File: src/design/energy_pkg.sv
/* Sizes and shared types of the Ising energy monitor.
   Referenced by scoped names from the RTL and the testbench. */
`default_nettype none

package energy_pkg;

    localparam int DATASPIN         = 16; // spins per vector
    localparam int BITJ             = 4;  // signed coupling width
    localparam int BITH             = 4;  // signed bias width
    localparam int SCALING_BIT      = 5;  // unsigned bias scale width
    localparam int LOCAL_ENERGY_BIT = 10;
    localparam int ENERGY_TOTAL_BIT = 12; // small so overflow is reachable
    localparam int SPINIDX_BIT      = 4;  // row index width

    // one bit per spin, 1 means +1 and 0 means -1
    typedef logic [DATASPIN-1:0] spin_vec_t;

    // coupling j of the row sits at bit j*BITJ
    typedef struct packed {
        logic [DATASPIN*BITJ-1:0]  j_row;
        logic signed [BITH-1:0]    hbias;
        logic [SCALING_BIT-1:0]    hscaling;
    } weight_row_t;

    typedef logic signed [LOCAL_ENERGY_BIT-1:0] local_energy_t;
    typedef logic signed [ENERGY_TOTAL_BIT-1:0] energy_t;

endpackage

`default_nettype wire
File: src/design/energy_monitor.sv
/* Top of the energy monitor: registered input stages, frame control,
   local energy per row and the frame accumulator. */
`default_nettype none

module energy_monitor (
    input  wire logic                               clk_i,
    input  wire logic                               rst_i,
    input  wire logic                               en_i,

    input  wire logic                               config_valid_i,
    input  wire logic [energy_pkg::SPINIDX_BIT-1:0] config_counter_i, // last row index
    output logic                                    config_ready_o,

    input  wire logic                               spin_valid_i,
    input  wire energy_pkg::spin_vec_t              spin_i,
    output logic                                    spin_ready_o,

    input  wire logic                               weight_valid_i,
    input  wire energy_pkg::weight_row_t            weight_i,
    output logic                                    weight_ready_o,

    output logic                                    energy_valid_o,
    output energy_pkg::energy_t                     energy_o,
    output logic                                    accum_overflow_o,
    input  wire logic                               energy_ready_i
);

    logic                               cfg_valid, cfg_ready;
    logic [energy_pkg::SPINIDX_BIT-1:0] cfg_last;
    logic                               spin_valid, spin_ready;
    energy_pkg::spin_vec_t              spin_data;
    logic                               row_valid, row_ready;
    energy_pkg::weight_row_t            row_data;

    logic                               cfg_xfer, spin_xfer, row_xfer;
    logic [energy_pkg::SPINIDX_BIT-1:0] row_idx;
    logic                               last_row;
    energy_pkg::spin_vec_t              spins;
    logic                               current_spin;
    energy_pkg::local_energy_t          local_energy;

    assign cfg_xfer  = cfg_valid && cfg_ready;
    assign spin_xfer = spin_valid && spin_ready;
    assign row_xfer  = row_valid && row_ready;

    stream_stage #(.data_t(logic [energy_pkg::SPINIDX_BIT-1:0])) u_cfg_stage (
        .clk_i(clk_i), .rst_i(rst_i),
        .valid_i(config_valid_i), .ready_o(config_ready_o), .data_i(config_counter_i),
        .valid_o(cfg_valid), .ready_i(cfg_ready), .data_o(cfg_last)
    );

    stream_stage #(.data_t(energy_pkg::spin_vec_t)) u_spin_stage (
        .clk_i(clk_i), .rst_i(rst_i),
        .valid_i(spin_valid_i), .ready_o(spin_ready_o), .data_i(spin_i),
        .valid_o(spin_valid), .ready_i(spin_ready), .data_o(spin_data)
    );

    stream_stage #(.data_t(energy_pkg::weight_row_t)) u_row_stage (
        .clk_i(clk_i), .rst_i(rst_i),
        .valid_i(weight_valid_i), .ready_o(weight_ready_o), .data_i(weight_i),
        .valid_o(row_valid), .ready_i(row_ready), .data_o(row_data)
    );

    monitor_ctrl u_ctrl (
        .clk_i(clk_i), .rst_i(rst_i), .en_i(en_i),
        .config_valid_i(cfg_valid), .config_ready_o(cfg_ready),
        .spin_valid_i(spin_valid), .spin_ready_o(spin_ready),
        .weight_valid_i(row_valid), .weight_ready_o(row_ready),
        .last_row_i(last_row),
        .energy_valid_i(energy_valid_o), .energy_ready_i(energy_ready_i)
    );

    row_counter u_row_counter (
        .clk_i(clk_i), .rst_i(rst_i),
        .config_load_i(cfg_xfer), .config_last_i(cfg_last),
        .restart_i(spin_xfer), .step_i(row_xfer),
        .row_idx_o(row_idx), .last_row_o(last_row)
    );

    spin_cache u_spin_cache (
        .clk_i(clk_i), .rst_i(rst_i),
        .load_i(spin_xfer), .spin_i(spin_data), .row_idx_i(row_idx),
        .spins_o(spins), .current_spin_o(current_spin)
    );

    local_energy_calc u_local_energy (
        .spins_i(spins), .current_spin_i(current_spin),
        .row_i(row_data), .energy_o(local_energy)
    );

    energy_accumulator u_accumulator (
        .clk_i(clk_i), .rst_i(rst_i),
        .valid_i(row_xfer), .last_i(last_row), .data_i(local_energy),
        .energy_valid_o(energy_valid_o), .energy_ready_i(energy_ready_i),
        .energy_o(energy_o), .overflow_o(accum_overflow_o)
    );

endmodule

`default_nettype wire

File: src/design/energy_accumulator.sv
/* Frame energy accumulator with a wrapping sum and sticky overflow flag.
   Presents the sum after the last row and clears it on the output transfer. */
`default_nettype none

module energy_accumulator (
    input  wire logic                      clk_i,
    input  wire logic                      rst_i,
    input  wire logic                      valid_i,
    input  wire logic                      last_i,
    input  wire energy_pkg::local_energy_t data_i,
    output logic                           energy_valid_o,
    input  wire logic                      energy_ready_i,
    output energy_pkg::energy_t            energy_o,
    output logic                           overflow_o
);

    energy_pkg::energy_t sum_q;
    energy_pkg::energy_t addend;
    energy_pkg::energy_t sum_next;
    logic                ovf;
    logic                valid_q;
    logic                overflow_q;

    assign addend   = energy_pkg::energy_t'(data_i); // sign extension
    assign sum_next = sum_q + addend;
    // same-sign operands giving a result of the other sign
    assign ovf = (sum_q[$bits(sum_q)-1] == addend[$bits(addend)-1])
              && (sum_next[$bits(sum_next)-1] != sum_q[$bits(sum_q)-1]);

    always_ff @(posedge clk_i) begin
        if (rst_i) begin
            sum_q      <= '0;
            overflow_q <= 1'b0;
            valid_q    <= 1'b0;
        end else if (valid_q && energy_ready_i) begin
            sum_q      <= '0; // result taken, start fresh
            overflow_q <= 1'b0;
            valid_q    <= 1'b0;
        end else if (valid_i) begin
            sum_q      <= sum_next;
            overflow_q <= overflow_q || ovf;
            if (last_i) valid_q <= 1'b1;
        end
    end

    assign energy_valid_o = valid_q;
    assign energy_o       = sum_q;
    assign overflow_o     = overflow_q;

endmodule

`default_nettype wire

File: src/design/local_energy_calc.sv
/* Local energy of one row: sigma_i * (sum_j J_ij*sigma_j + h_i*scale).
   Purely combinational, the couplings are summed in a binary tree. */
`default_nettype none

module local_energy_calc (
    input  wire energy_pkg::spin_vec_t   spins_i,
    input  wire logic                    current_spin_i,
    input  wire energy_pkg::weight_row_t row_i,
    output energy_pkg::local_energy_t    energy_o
);

    // level 0 holds the signed terms, the last level holds the row sum
    energy_pkg::local_energy_t tree [$clog2(energy_pkg::DATASPIN)+1][energy_pkg::DATASPIN];
    energy_pkg::local_energy_t bias_term;
    energy_pkg::local_energy_t total;

    always_comb begin
        for (int l = 0; l <= $clog2(energy_pkg::DATASPIN); l++) begin
            for (int i = 0; i < energy_pkg::DATASPIN; i++) begin
                tree[l][i] = '0;
            end
        end
        for (int j = 0; j < energy_pkg::DATASPIN; j++) begin
            tree[0][j] = energy_pkg::local_energy_t'(
                $signed(row_i.j_row[j*energy_pkg::BITJ +: energy_pkg::BITJ]));
            if (!spins_i[j]) tree[0][j] = -tree[0][j]; // sigma_j = -1
        end
        for (int l = 1; l <= $clog2(energy_pkg::DATASPIN); l++) begin
            for (int i = 0; i < (energy_pkg::DATASPIN >> l); i++) begin
                tree[l][i] = tree[l-1][2*i] + tree[l-1][2*i+1];
            end
        end
    end

    // scale is unsigned, zero-extend before the signed multiply
    assign bias_term = energy_pkg::local_energy_t'(row_i.hbias)
                     * energy_pkg::local_energy_t'($signed({1'b0, row_i.hscaling}));

    assign total    = tree[$clog2(energy_pkg::DATASPIN)][0] + bias_term;
    assign energy_o = current_spin_i ? total : -total; // sigma_i = -1 flips sign

endmodule

`default_nettype wire

File: src/design/spin_cache.sv
/* Holds the spin vector of the running frame and picks the spin of the
   row being processed. */
`default_nettype none

module spin_cache (
    input  wire logic                               clk_i,
    input  wire logic                               rst_i,
    input  wire logic                               load_i,
    input  wire energy_pkg::spin_vec_t              spin_i,
    input  wire logic [energy_pkg::SPINIDX_BIT-1:0] row_idx_i,
    output energy_pkg::spin_vec_t                   spins_o,
    output logic                                    current_spin_o
);

    energy_pkg::spin_vec_t spins_q;

    always_ff @(posedge clk_i) begin
        if (rst_i) begin
            spins_q <= '0;
        end else if (load_i) begin
            spins_q <= spin_i; // kept for the whole frame
        end
    end

    assign spins_o        = spins_q;
    assign current_spin_o = spins_q[row_idx_i]; // sigma_i of this row

endmodule

`default_nettype wire

File: src/design/row_counter.sv
/* Row index of the current frame and the configured last row index.
   The last index survives across frames until the next config transfer. */
`default_nettype none

module row_counter (
    input  wire logic                                  clk_i,
    input  wire logic                                  rst_i,
    input  wire logic                                  config_load_i,
    input  wire logic [energy_pkg::SPINIDX_BIT-1:0]    config_last_i,
    input  wire logic                                  restart_i,
    input  wire logic                                  step_i,
    output logic [energy_pkg::SPINIDX_BIT-1:0]         row_idx_o,
    output logic                                       last_row_o
);

    logic [energy_pkg::SPINIDX_BIT-1:0] last_q;
    logic [energy_pkg::SPINIDX_BIT-1:0] idx_q;

    always_ff @(posedge clk_i) begin
        if (rst_i) begin
            last_q <= energy_pkg::SPINIDX_BIT'(energy_pkg::DATASPIN - 1); // full frame
        end else if (config_load_i) begin
            last_q <= config_last_i;
        end
    end

    always_ff @(posedge clk_i) begin
        if (rst_i) begin
            idx_q <= '0;
        end else if (restart_i) begin
            idx_q <= '0; // new spin vector, new frame
        end else if (step_i) begin
            idx_q <= idx_q + 1'b1;
        end
    end

    assign row_idx_o  = idx_q;
    assign last_row_o = (idx_q == last_q);

endmodule

`default_nettype wire

File: src/design/monitor_ctrl.sv
/* Frame FSM of the energy monitor: IDLE takes config and spins, ROWS takes
   weight rows, OUT waits for the energy transfer. */
`default_nettype none

module monitor_ctrl (
    input  wire logic clk_i,
    input  wire logic rst_i,
    input  wire logic en_i,
    input  wire logic config_valid_i,
    output logic      config_ready_o,
    input  wire logic spin_valid_i,
    output logic      spin_ready_o,
    input  wire logic weight_valid_i,
    output logic      weight_ready_o,
    input  wire logic last_row_i,
    input  wire logic energy_valid_i,
    input  wire logic energy_ready_i
);

    typedef enum logic [1:0] {
        IDLE,
        ROWS,
        OUT
    } state_t;

    state_t state_q;

    assign config_ready_o = en_i && (state_q == IDLE);
    // a pending config goes in before the spins of the next frame
    assign spin_ready_o   = en_i && (state_q == IDLE) && !config_valid_i;
    assign weight_ready_o = en_i && (state_q == ROWS);

    always_ff @(posedge clk_i) begin
        if (rst_i) begin
            state_q <= IDLE;
        end else begin
            case (state_q)
                IDLE: if (spin_valid_i && spin_ready_o) state_q <= ROWS;
                ROWS: begin
                    if (weight_valid_i && weight_ready_o && last_row_i) begin
                        state_q <= OUT; // final row of the frame
                    end
                end
                OUT:  if (energy_valid_i && energy_ready_i) state_q <= IDLE;
                default: state_q <= IDLE;
            endcase
        end
    end

endmodule

`default_nettype wire

File: src/design/stream_stage.sv
/* Registered valid/ready stage with a skid slot, placed on each input.
   Output is valid one cycle after the input transfer; ready_o is a flop. */
`default_nettype none

module stream_stage #(
    parameter type data_t = logic
) (
    input  wire logic  clk_i,
    input  wire logic  rst_i,
    input  wire logic  valid_i,
    output logic       ready_o,
    input  wire data_t data_i,
    output logic       valid_o,
    input  wire logic  ready_i,
    output data_t      data_o
);

    logic  main_valid_q;
    data_t main_data_q;
    logic  skid_valid_q;
    data_t skid_data_q;
    logic  in_xfer;

    assign in_xfer = valid_i && ready_o;
    assign ready_o = !skid_valid_q; // taken only while skid slot is empty
    assign valid_o = main_valid_q;
    assign data_o  = main_data_q;

    always_ff @(posedge clk_i) begin
        if (rst_i) begin
            main_valid_q <= 1'b0;
            skid_valid_q <= 1'b0;
        end else if (!main_valid_q || ready_i) begin
            // main slot frees up on this edge
            if (skid_valid_q) begin
                main_data_q  <= skid_data_q;
                main_valid_q <= 1'b1;
                skid_valid_q <= 1'b0;
            end else begin
                main_valid_q <= in_xfer;
                if (in_xfer) main_data_q <= data_i;
            end
        end else if (in_xfer) begin
            skid_data_q  <= data_i; // downstream stalled, park the beat
            skid_valid_q <= 1'b1;
        end
    end

endmodule

`default_nettype wire

File: config.mk
export PLATFORM = sky130hd
export DESIGN_NAME = energy_monitor
export DESIGN_NICKNAME = d
export VERILOG_FILES = /design/src/design/energy_pkg.sv /design/src/design/energy_monitor.sv /design/src/design/energy_accumulator.sv /design/src/design/local_energy_calc.sv /design/src/design/spin_cache.sv /design/src/design/row_counter.sv /design/src/design/monitor_ctrl.sv /design/src/design/stream_stage.sv
export SDC_FILE = /design/constraint.sdc
export NUM_CORES = 1
export LEC_CHECK = 0
export BUFFER_PORTS_ARGS = -buffer_cell sky130_fd_sc_hd__buf_2
export CAP_MARGIN = 20
export CORE_MARGIN = 2
export CORE_UTILIZATION = 62
export DETAILED_ROUTE_END_ITERATION = 8
export HOLD_SLACK_MARGIN = 0.1
export PLACE_DENSITY = 0.88
export REMOVE_ABC_BUFFERS = 1
export SLEW_MARGIN = 20
export SYNTH_ARGS = -nofsm -noshare
export SYNTH_HDL_FRONTEND = slang
export SYNTH_SLANG_ARGS = --single-unit
File: constraint.sdc
create_clock -name clk_i -period 12.4 [get_ports clk_i]
set_clock_uncertainty 0.2 [all_clocks]
set_input_delay 1.24 -clock clk_i [delete_from_list [all_inputs] [get_ports clk_i]]
set_output_delay 1.24 -clock clk_i [all_outputs]
set_load 0.01 [all_outputs]
# Yosys cells after proc, flatten, opt, wreduce, memory -nomap -nowiden
# Cells that the tools add are included.
dict set report totals {
  regBits 232
  latch_bits 0
  ram_bits 0
  romBits 0
  out_inout_bits 17
  mem_count 0
}
dict set report classes {
  addsub 35
  n_mul 1
  div_mod_pow 0
  magnitude_cmp 1
  eq_ne 8
  n_shift 0
  n_mux 32
  n_bitwise 4
  n_reduce_logical 39
}
# operator n
set ops {}
lappend ops {{two-way mux 10 bit} 17}
lappend ops {{adder 10 bit} 16}
lappend ops {{negation 4 -> 10 bit} 16}
lappend ops {{two-way mux 73 bit} 2}
lappend ops {{two-way mux 16 bit} 2}
lappend ops {{AND reduction 3 bit} 7}
lappend ops {{adder 12 x 10 -> 12 bit} 1}
lappend ops {{logical AND 1 bit} 12}
lappend ops {{multiplier 4 x 6 -> 10 bit} 1}
lappend ops {{negation 10 bit} 1}
lappend ops {{OR reduction 2 bit} 5}
lappend ops {{two-way mux 4 bit} 2}
lappend ops {{zero test 1 bit} 6}
lappend ops {{two-way mux 2 bit} 3}
lappend ops {{case mux 2 bit (3 select lines)} 1}
lappend ops {{nonzero test 2 bit} 3}
lappend ops {{less-than comparator 4 x 5 -> 1 bit (second input constant)} 1}
lappend ops {{adder 4 x 1 -> 4 bit (second input constant)} 1}
lappend ops {{binary-select mux 1 bit (select 4 bit)} 1}
lappend ops {{== test 4 bit} 1}
lappend ops {{logical OR 1 bit} 4}
lappend ops {{two-way mux 1 bit} 4}
lappend ops {{!= test 2 bit (second input constant)} 2}
lappend ops {{inverter 1 bit} 4}
lappend ops {{7 further kinds} 7}

# Longest topological paths before layout
dict set report logic_depth {
  ltp_word 13
  ltp_mapped 35
  mapped_depth_nobuf 35
}

# Hierarchy
# From an unflattened synthesis, not the netlist that was laid out.
dict set report hier_totals {
  cells_unflattened 1311
  hier_area_um2 16154.2
}
# mod n_inst cells_each area_each_um2 seq_area_each_um2
set by_module_without_submodules {}
lappend by_module_without_submodules {local_energy_calc 1 751 6655.1 0.0}
lappend by_module_without_submodules {{stream_stage at u_row_stage} 1 237 5502.8 4424.2}
lappend by_module_without_submodules {{stream_stage at u_spin_stage} 1 60 1288.7 1001.0}
lappend by_module_without_submodules {energy_accumulator 1 130 1102.3 280.3}
lappend by_module_without_submodules {spin_cache 1 59 693.2 320.3}
lappend by_module_without_submodules {{stream_stage at u_cfg_stage} 1 23 401.6 280.3}
lappend by_module_without_submodules {row_counter 1 34 359.1 160.2}
lappend by_module_without_submodules {monitor_ctrl 1 14 132.6 40.0}
lappend by_module_without_submodules {energy_monitor 1 3 18.8 0.0}

# Worst setup path before layout
# Ideal clock, no wire load.
dict set report synth_timing {
  path_kind {input-to-reg}
  startpoint {input port en_i}
  endpoint {register u_row_stage.skid_data_q[0] in the netlist's numbering (enable)}
  setup_ps 709
  arrival_ps 9024
  required_ps 11491
  path_slack_ps 2467
  cell_stages 4
  cell_sequence {nor2b_1 > nand2_1 > nand2_1 > nor4b_1}
}
dict set report synth_between {
  elab_chain_len 4
}
# element line
set synth_lines {}
lappend synth_lines {{start, declared} energy_monitor.sv:8} ;# input wire logic en_i,
lappend synth_lines {{logical AND 1 bit} monitor_ctrl.sv:31} ;# assign weight_ready_o = en_i && (state_q == ROWS);
lappend synth_lines {{logical OR 1 bit} stream_stage.sv:33} ;# end else if (!main_valid_q || ready_i) begin
lappend synth_lines {{inverter 1 bit (no line)} -}
lappend synth_lines {{AND reduction 3 bit (no line)} -}
lappend synth_lines {{end signal, assigned} stream_stage.sv:44} ;# skid_data_q <= data_i;
lappend synth_lines {{end, declared} stream_stage.sv:21} ;# data_t skid_data_q;
# No other way between the ends.
# A chain may end at the register's enable or synchronous reset.

# Final worst setup path
dict set report layout_timing {
  startpoint {register u_row_stage.main_data_q (netlist bit u_row_stage.data_o[66])}
  endpoint {register u_accumulator.sum_q[11], in the netlist u_accumulator.energy_o[11]}
}
dict set report layout_between {
  elab_chain_len 10
}
# element line
set layout_lines {}
lappend layout_lines {{start, declared} stream_stage.sv:19} ;# data_t main_data_q;
lappend layout_lines {{start signal, assigned} stream_stage.sv:36} ;# main_data_q <= skid_data_q;
lappend layout_lines {{start signal, assigned} stream_stage.sv:41} ;# if (in_xfer) main_data_q <= data_i;
lappend layout_lines {{negation 4 -> 10 bit} local_energy_calc.sv:26} ;# if (!spins_i[j]) tree[0][j] = -tree[0][j];
lappend layout_lines {{two-way mux 10 bit *} local_energy_calc.sv:26}
lappend layout_lines {{adder 10 bit * (4 in a row)} local_energy_calc.sv:30} ;# tree[l][i] = tree[l-1][2*i] + tree[l-1][2*i+1];
lappend layout_lines {{adder 10 bit *} local_energy_calc.sv:39} ;# assign total = tree[$clog2(energy_pkg::DATASPIN)][0] + bias_term;
lappend layout_lines {{negation 10 bit} local_energy_calc.sv:40} ;# assign energy_o = current_spin_i ? total : -total;
lappend layout_lines {{two-way mux 10 bit *} local_energy_calc.sv:40}
lappend layout_lines {{adder 12 x 10 -> 12 bit *} energy_accumulator.sv:25} ;# assign sum_next = sum_q + addend;
lappend layout_lines {{end signal, assigned} energy_accumulator.sv:40} ;# sum_q <= sum_next;
lappend layout_lines {{end, declared} energy_accumulator.sv:17} ;# energy_pkg::energy_t sum_q;
# Every way passes the cells marked *; elsewhere a longest branch is shown, timed or not.

==> flow_summary.yaml <==
setup_path:
  worst_ep_required_time_ns: 12.65
  crit_path_max_fanout: 5
  start_kind: "flop"
  max_stage_delay_ns: 0.55
  crit_slowest_cell: "fa_1"
  crit_path_end_kind: "flop"
  worstPathArrival_ns: 9.41
  path_class: "reg2reg"
  r2r_slack_ns: 3.24
  path_common_cell: "fa_1"
timing:
  period_minus_slack_ns: 9.16
  hold_viol_final: 0
  worst_slew_pin_slew_ns: 0.981
  drv_slew: 0
  timing.fmax_ghz: 0.109
  setup_tns_ns: 0
  rsz0062_at_grt: "false"
  fin_crit_sh: 0.739
  slew_headroom: 0.346
  setup_viol: 0
detailed_routing:
  via_count: 9815
  drt_wl_total_um: 31600
  ant_nets: 0
  routedWlPerCell_um: 17.7
  drtPass1Iterations: 6
  drc_errors: 0
  via_per_inst: 5.50
  drtIter0Drc: 748
synthesis:
  ys_ff_latch: 232
  synth_edf_count: 186
  ys_async_sr_fraction: 0
  syn_area_um2: 15500
  ys.flop_type: "edfxtp_1"
  synth_warnings: 0
  netlist_instances: 1328
  synth_seq_area_share: 0.420
  synth.distinct_cells: 43
  syn_area_per_cell_um2: 11.7
die:
  die_width_um: 162
  coreArea_um2: 24400
  fp-row-count: 57
  start_util: 0.635
  dieArea_um2: 26300
  die_h_um: 162
  ios: 117
placed_design:
  hpwl_um: 23900
  gp_congestion: 0.905
  portBuffers: 116
global_route:
  grt_max_degree: 74
  grt_util_all_layers: 0.249
  grt_pass1_wl_um: 51200
  overflow: 0
  grt_pass1_vias: 10300
  antenna_found_initial: 1
layout:
  drive_gt1_frac: 0.191
  final_nets: 1758
  syn_to_final_growth_pct: 10.9
clock_tree:
  clkSinkCount: 232
  cts_resized: 0
  tritoncts: "yes"
  cts_max_level: 1
  ctsHoldBuffers: 0
  numCtsBuffers: 25
  clk_latency_ns: 0.52
  root_buffer: "clkbuf_16"
  cts.reportedPaths.clkPinSlew_ns: 0.06
  post-cts-setup-buffers: 0
  cts.path.max_buffers: 3
flow_run:
  max_cap_violations: 0
hold_path:
  hold_path_class: "reg2reg"
run_status:
  status: "complete, no violations"
==> cells by family (layout without fill, tap and decap cells) <==
family | after synthesis | count (layout) | share of synthesized area
other cells | 0 | 2 | 0
simple gates | 243 | 243 | 0.0717
fa+ha+maj | 220 | 220 | 0.243
compound gates | 146 | 146 | 0.0547
mux | 130 | 130 | 0.0967
xor+xnor | 75 | 75 | 0.0451
flops | 232 | 232 | 0.420
buf+inv | 282 | 411 | 0.0687
==> critical path: cells and delay by family, from the launching register on <==
kind | cells | cell delay [ns]
adders and majority gates | 10 | 4.64
and+or+nand+nor | 5 | 1.25
AOI/OAI and AO/OA | 7 | 1.19
xor gates and xnor gates | 3 | 0.96
DFF | 1 | 0.41
muxes | 1 | 0.28
buffers and inverters | 3 | 0.14
==> worst paths after layout <==
path	start	to	cells after the start
worst max-delay path	u_row_stage.data_o[66]$_DFFE_PP_	u_accumulator.energy_o[11]$_SDFFE_PP0P_	29
worst min-delay path	u_accumulator.energy_valid_o$_SDFFE_PP0P_	u_accumulator.energy_valid_o$_SDFFE_PP0P_	2
worst max register to register	u_row_stage.data_o[66]$_DFFE_PP_	u_accumulator.energy_o[11]$_SDFFE_PP0P_	29
worst min register to register	u_accumulator.energy_valid_o$_SDFFE_PP0P_	u_accumulator.energy_valid_o$_SDFFE_PP0P_	2
==> registers in the layout, summed over array words and instances (netlist names) <==
register / cells
u_row_stage.data_o: 73
u_row_stage.skid_data_q: 73
u_spin_cache.spins_o: 16
u_spin_stage.data_o: 16
u_spin_stage.skid_data_q: 16
u_accumulator.energy_o: 12
u_cfg_stage.data_o: 4
u_cfg_stage.skid_data_q: 4
u_row_counter.last_q: 4
u_row_counter.row_idx_o: 4
u_ctrl.state_q: 2
u_accumulator.energy_valid_o: 1
u_accumulator.overflow_o: 1
u_cfg_stage.skid_valid_q: 1
u_cfg_stage.valid_o: 1
u_row_stage.skid_valid_q: 1
u_row_stage.valid_o: 1
u_spin_stage.skid_valid_q: 1
u_spin_stage.valid_o: 1
==> metrics by stage <==
| stage | utilization | hold slack [ns] | area, um^2 | instances | setup slack [ns] |
|---|---|---|---|---|---|
| 2_1_floorplan | - | 0.256 | 15300 | 1291 | 2.47 |
| 3_3_place_gp | 0.672 | 0.252 | 16400 | 1735 | 3.67 |
| 3_5_place_dp | 0.672 | 0.262 | 16400 | 1735 | 3.32 |
| 4_1_cts | 0.704 | 0.271 | 17200 | 1781 | 3.26 |
| 5_1_grt | 0.704 | 0.281 | 17200 | 1782 | 2.84 |
| 6_report | 0.704 | 0.268 | 17200 | 1783 | 3.24 |
==> cells in the mapped netlist (2+ instances only) <==
master	number	area (um^2)
buf_1	3	11.3
nor2_1	60	225
a211oi_1	2	15.0
nand2_1	98	368
o21bai_1	6	45.0
fa_1	135	2700
a31oi_1	3	18.8
or3_1	15	93.8
xnor2_1	50	438
a21bo_2	6	60.1
inv_1	245	920
mux2i_1	18	180
and2_1	14	87.6
nand2b_1	3	18.8
and3_1	6	37.5
edfxtp_1	186	5590
xor2_1	22	193
o21ai_0	47	235
nor2b_1	8	50.1
a21oi_1	61	305
buf_2	4	20.0
a21o_1	8	60.1
a41oi_1	2	17.5
ha_1	85	1060
xnor3_1	3	67.6
mux4_2	5	113
nand3_1	13	65.1
mux2_2	107	1200
clkbuf_1	30	113
a211o_1	4	35.0
nor3_1	14	70.1
a21boi_0	4	30.0
dfxtp_1	46	921
nor4b_1	3	26.3
nor3b_1	4	30.0
==> layout by cell type, fill, tap and decap left out, types with 4 or more instances in the layout <==
cell type	count
ha_1	85
and2_1	14
clkbuf_1	13
clkbuf_16	25
mux4_2	5
a21bo_2	6
inv_1	245
o21ai_0	46
buf_2	116
a21oi_1	61
nor3b_1	4
nand3_1	13
nor3_1	13
mux2i_1	18
or3_1	15
nand2_1	98
fa_1	135
mux2_2	107
xor2_1	22
o21bai_1	6
buf_4	4
a211o_1	4
xnor2_1	50
nor2b_1	8
edfxtp_1	186
a21boi_0	4
nor2_1	60
a21o_1	8
dfxtp_1	45
and3_1	6
==> routing by layer <==
layer  up-vias  share of wire  GRT usage
li1       4630              -          -
met1      4760           0.41      0.321
met2       334           0.49      0.417
met3        91          0.062     0.0506
met4         0          0.044      0.103
met5         -              0          0
==> final cells by class <==
type / instances / area (um^2)
Multi-Input combinational cell: 814 / 7960
Fill cell: 1645 / 7220
Sequential cell: 232 / 6510
Inverter: 245 / 920
Clock buffer: 40 / 702
Timing Repair Buffer: 120 / 611
Tap cell: 324 / 405
Clock inverter: 6 / 63.8
Antenna cell: 2 / 5.00
Power is not shown: default switching activity piles up to over one toggle a cycle in this logic, so the estimate is an artifact.
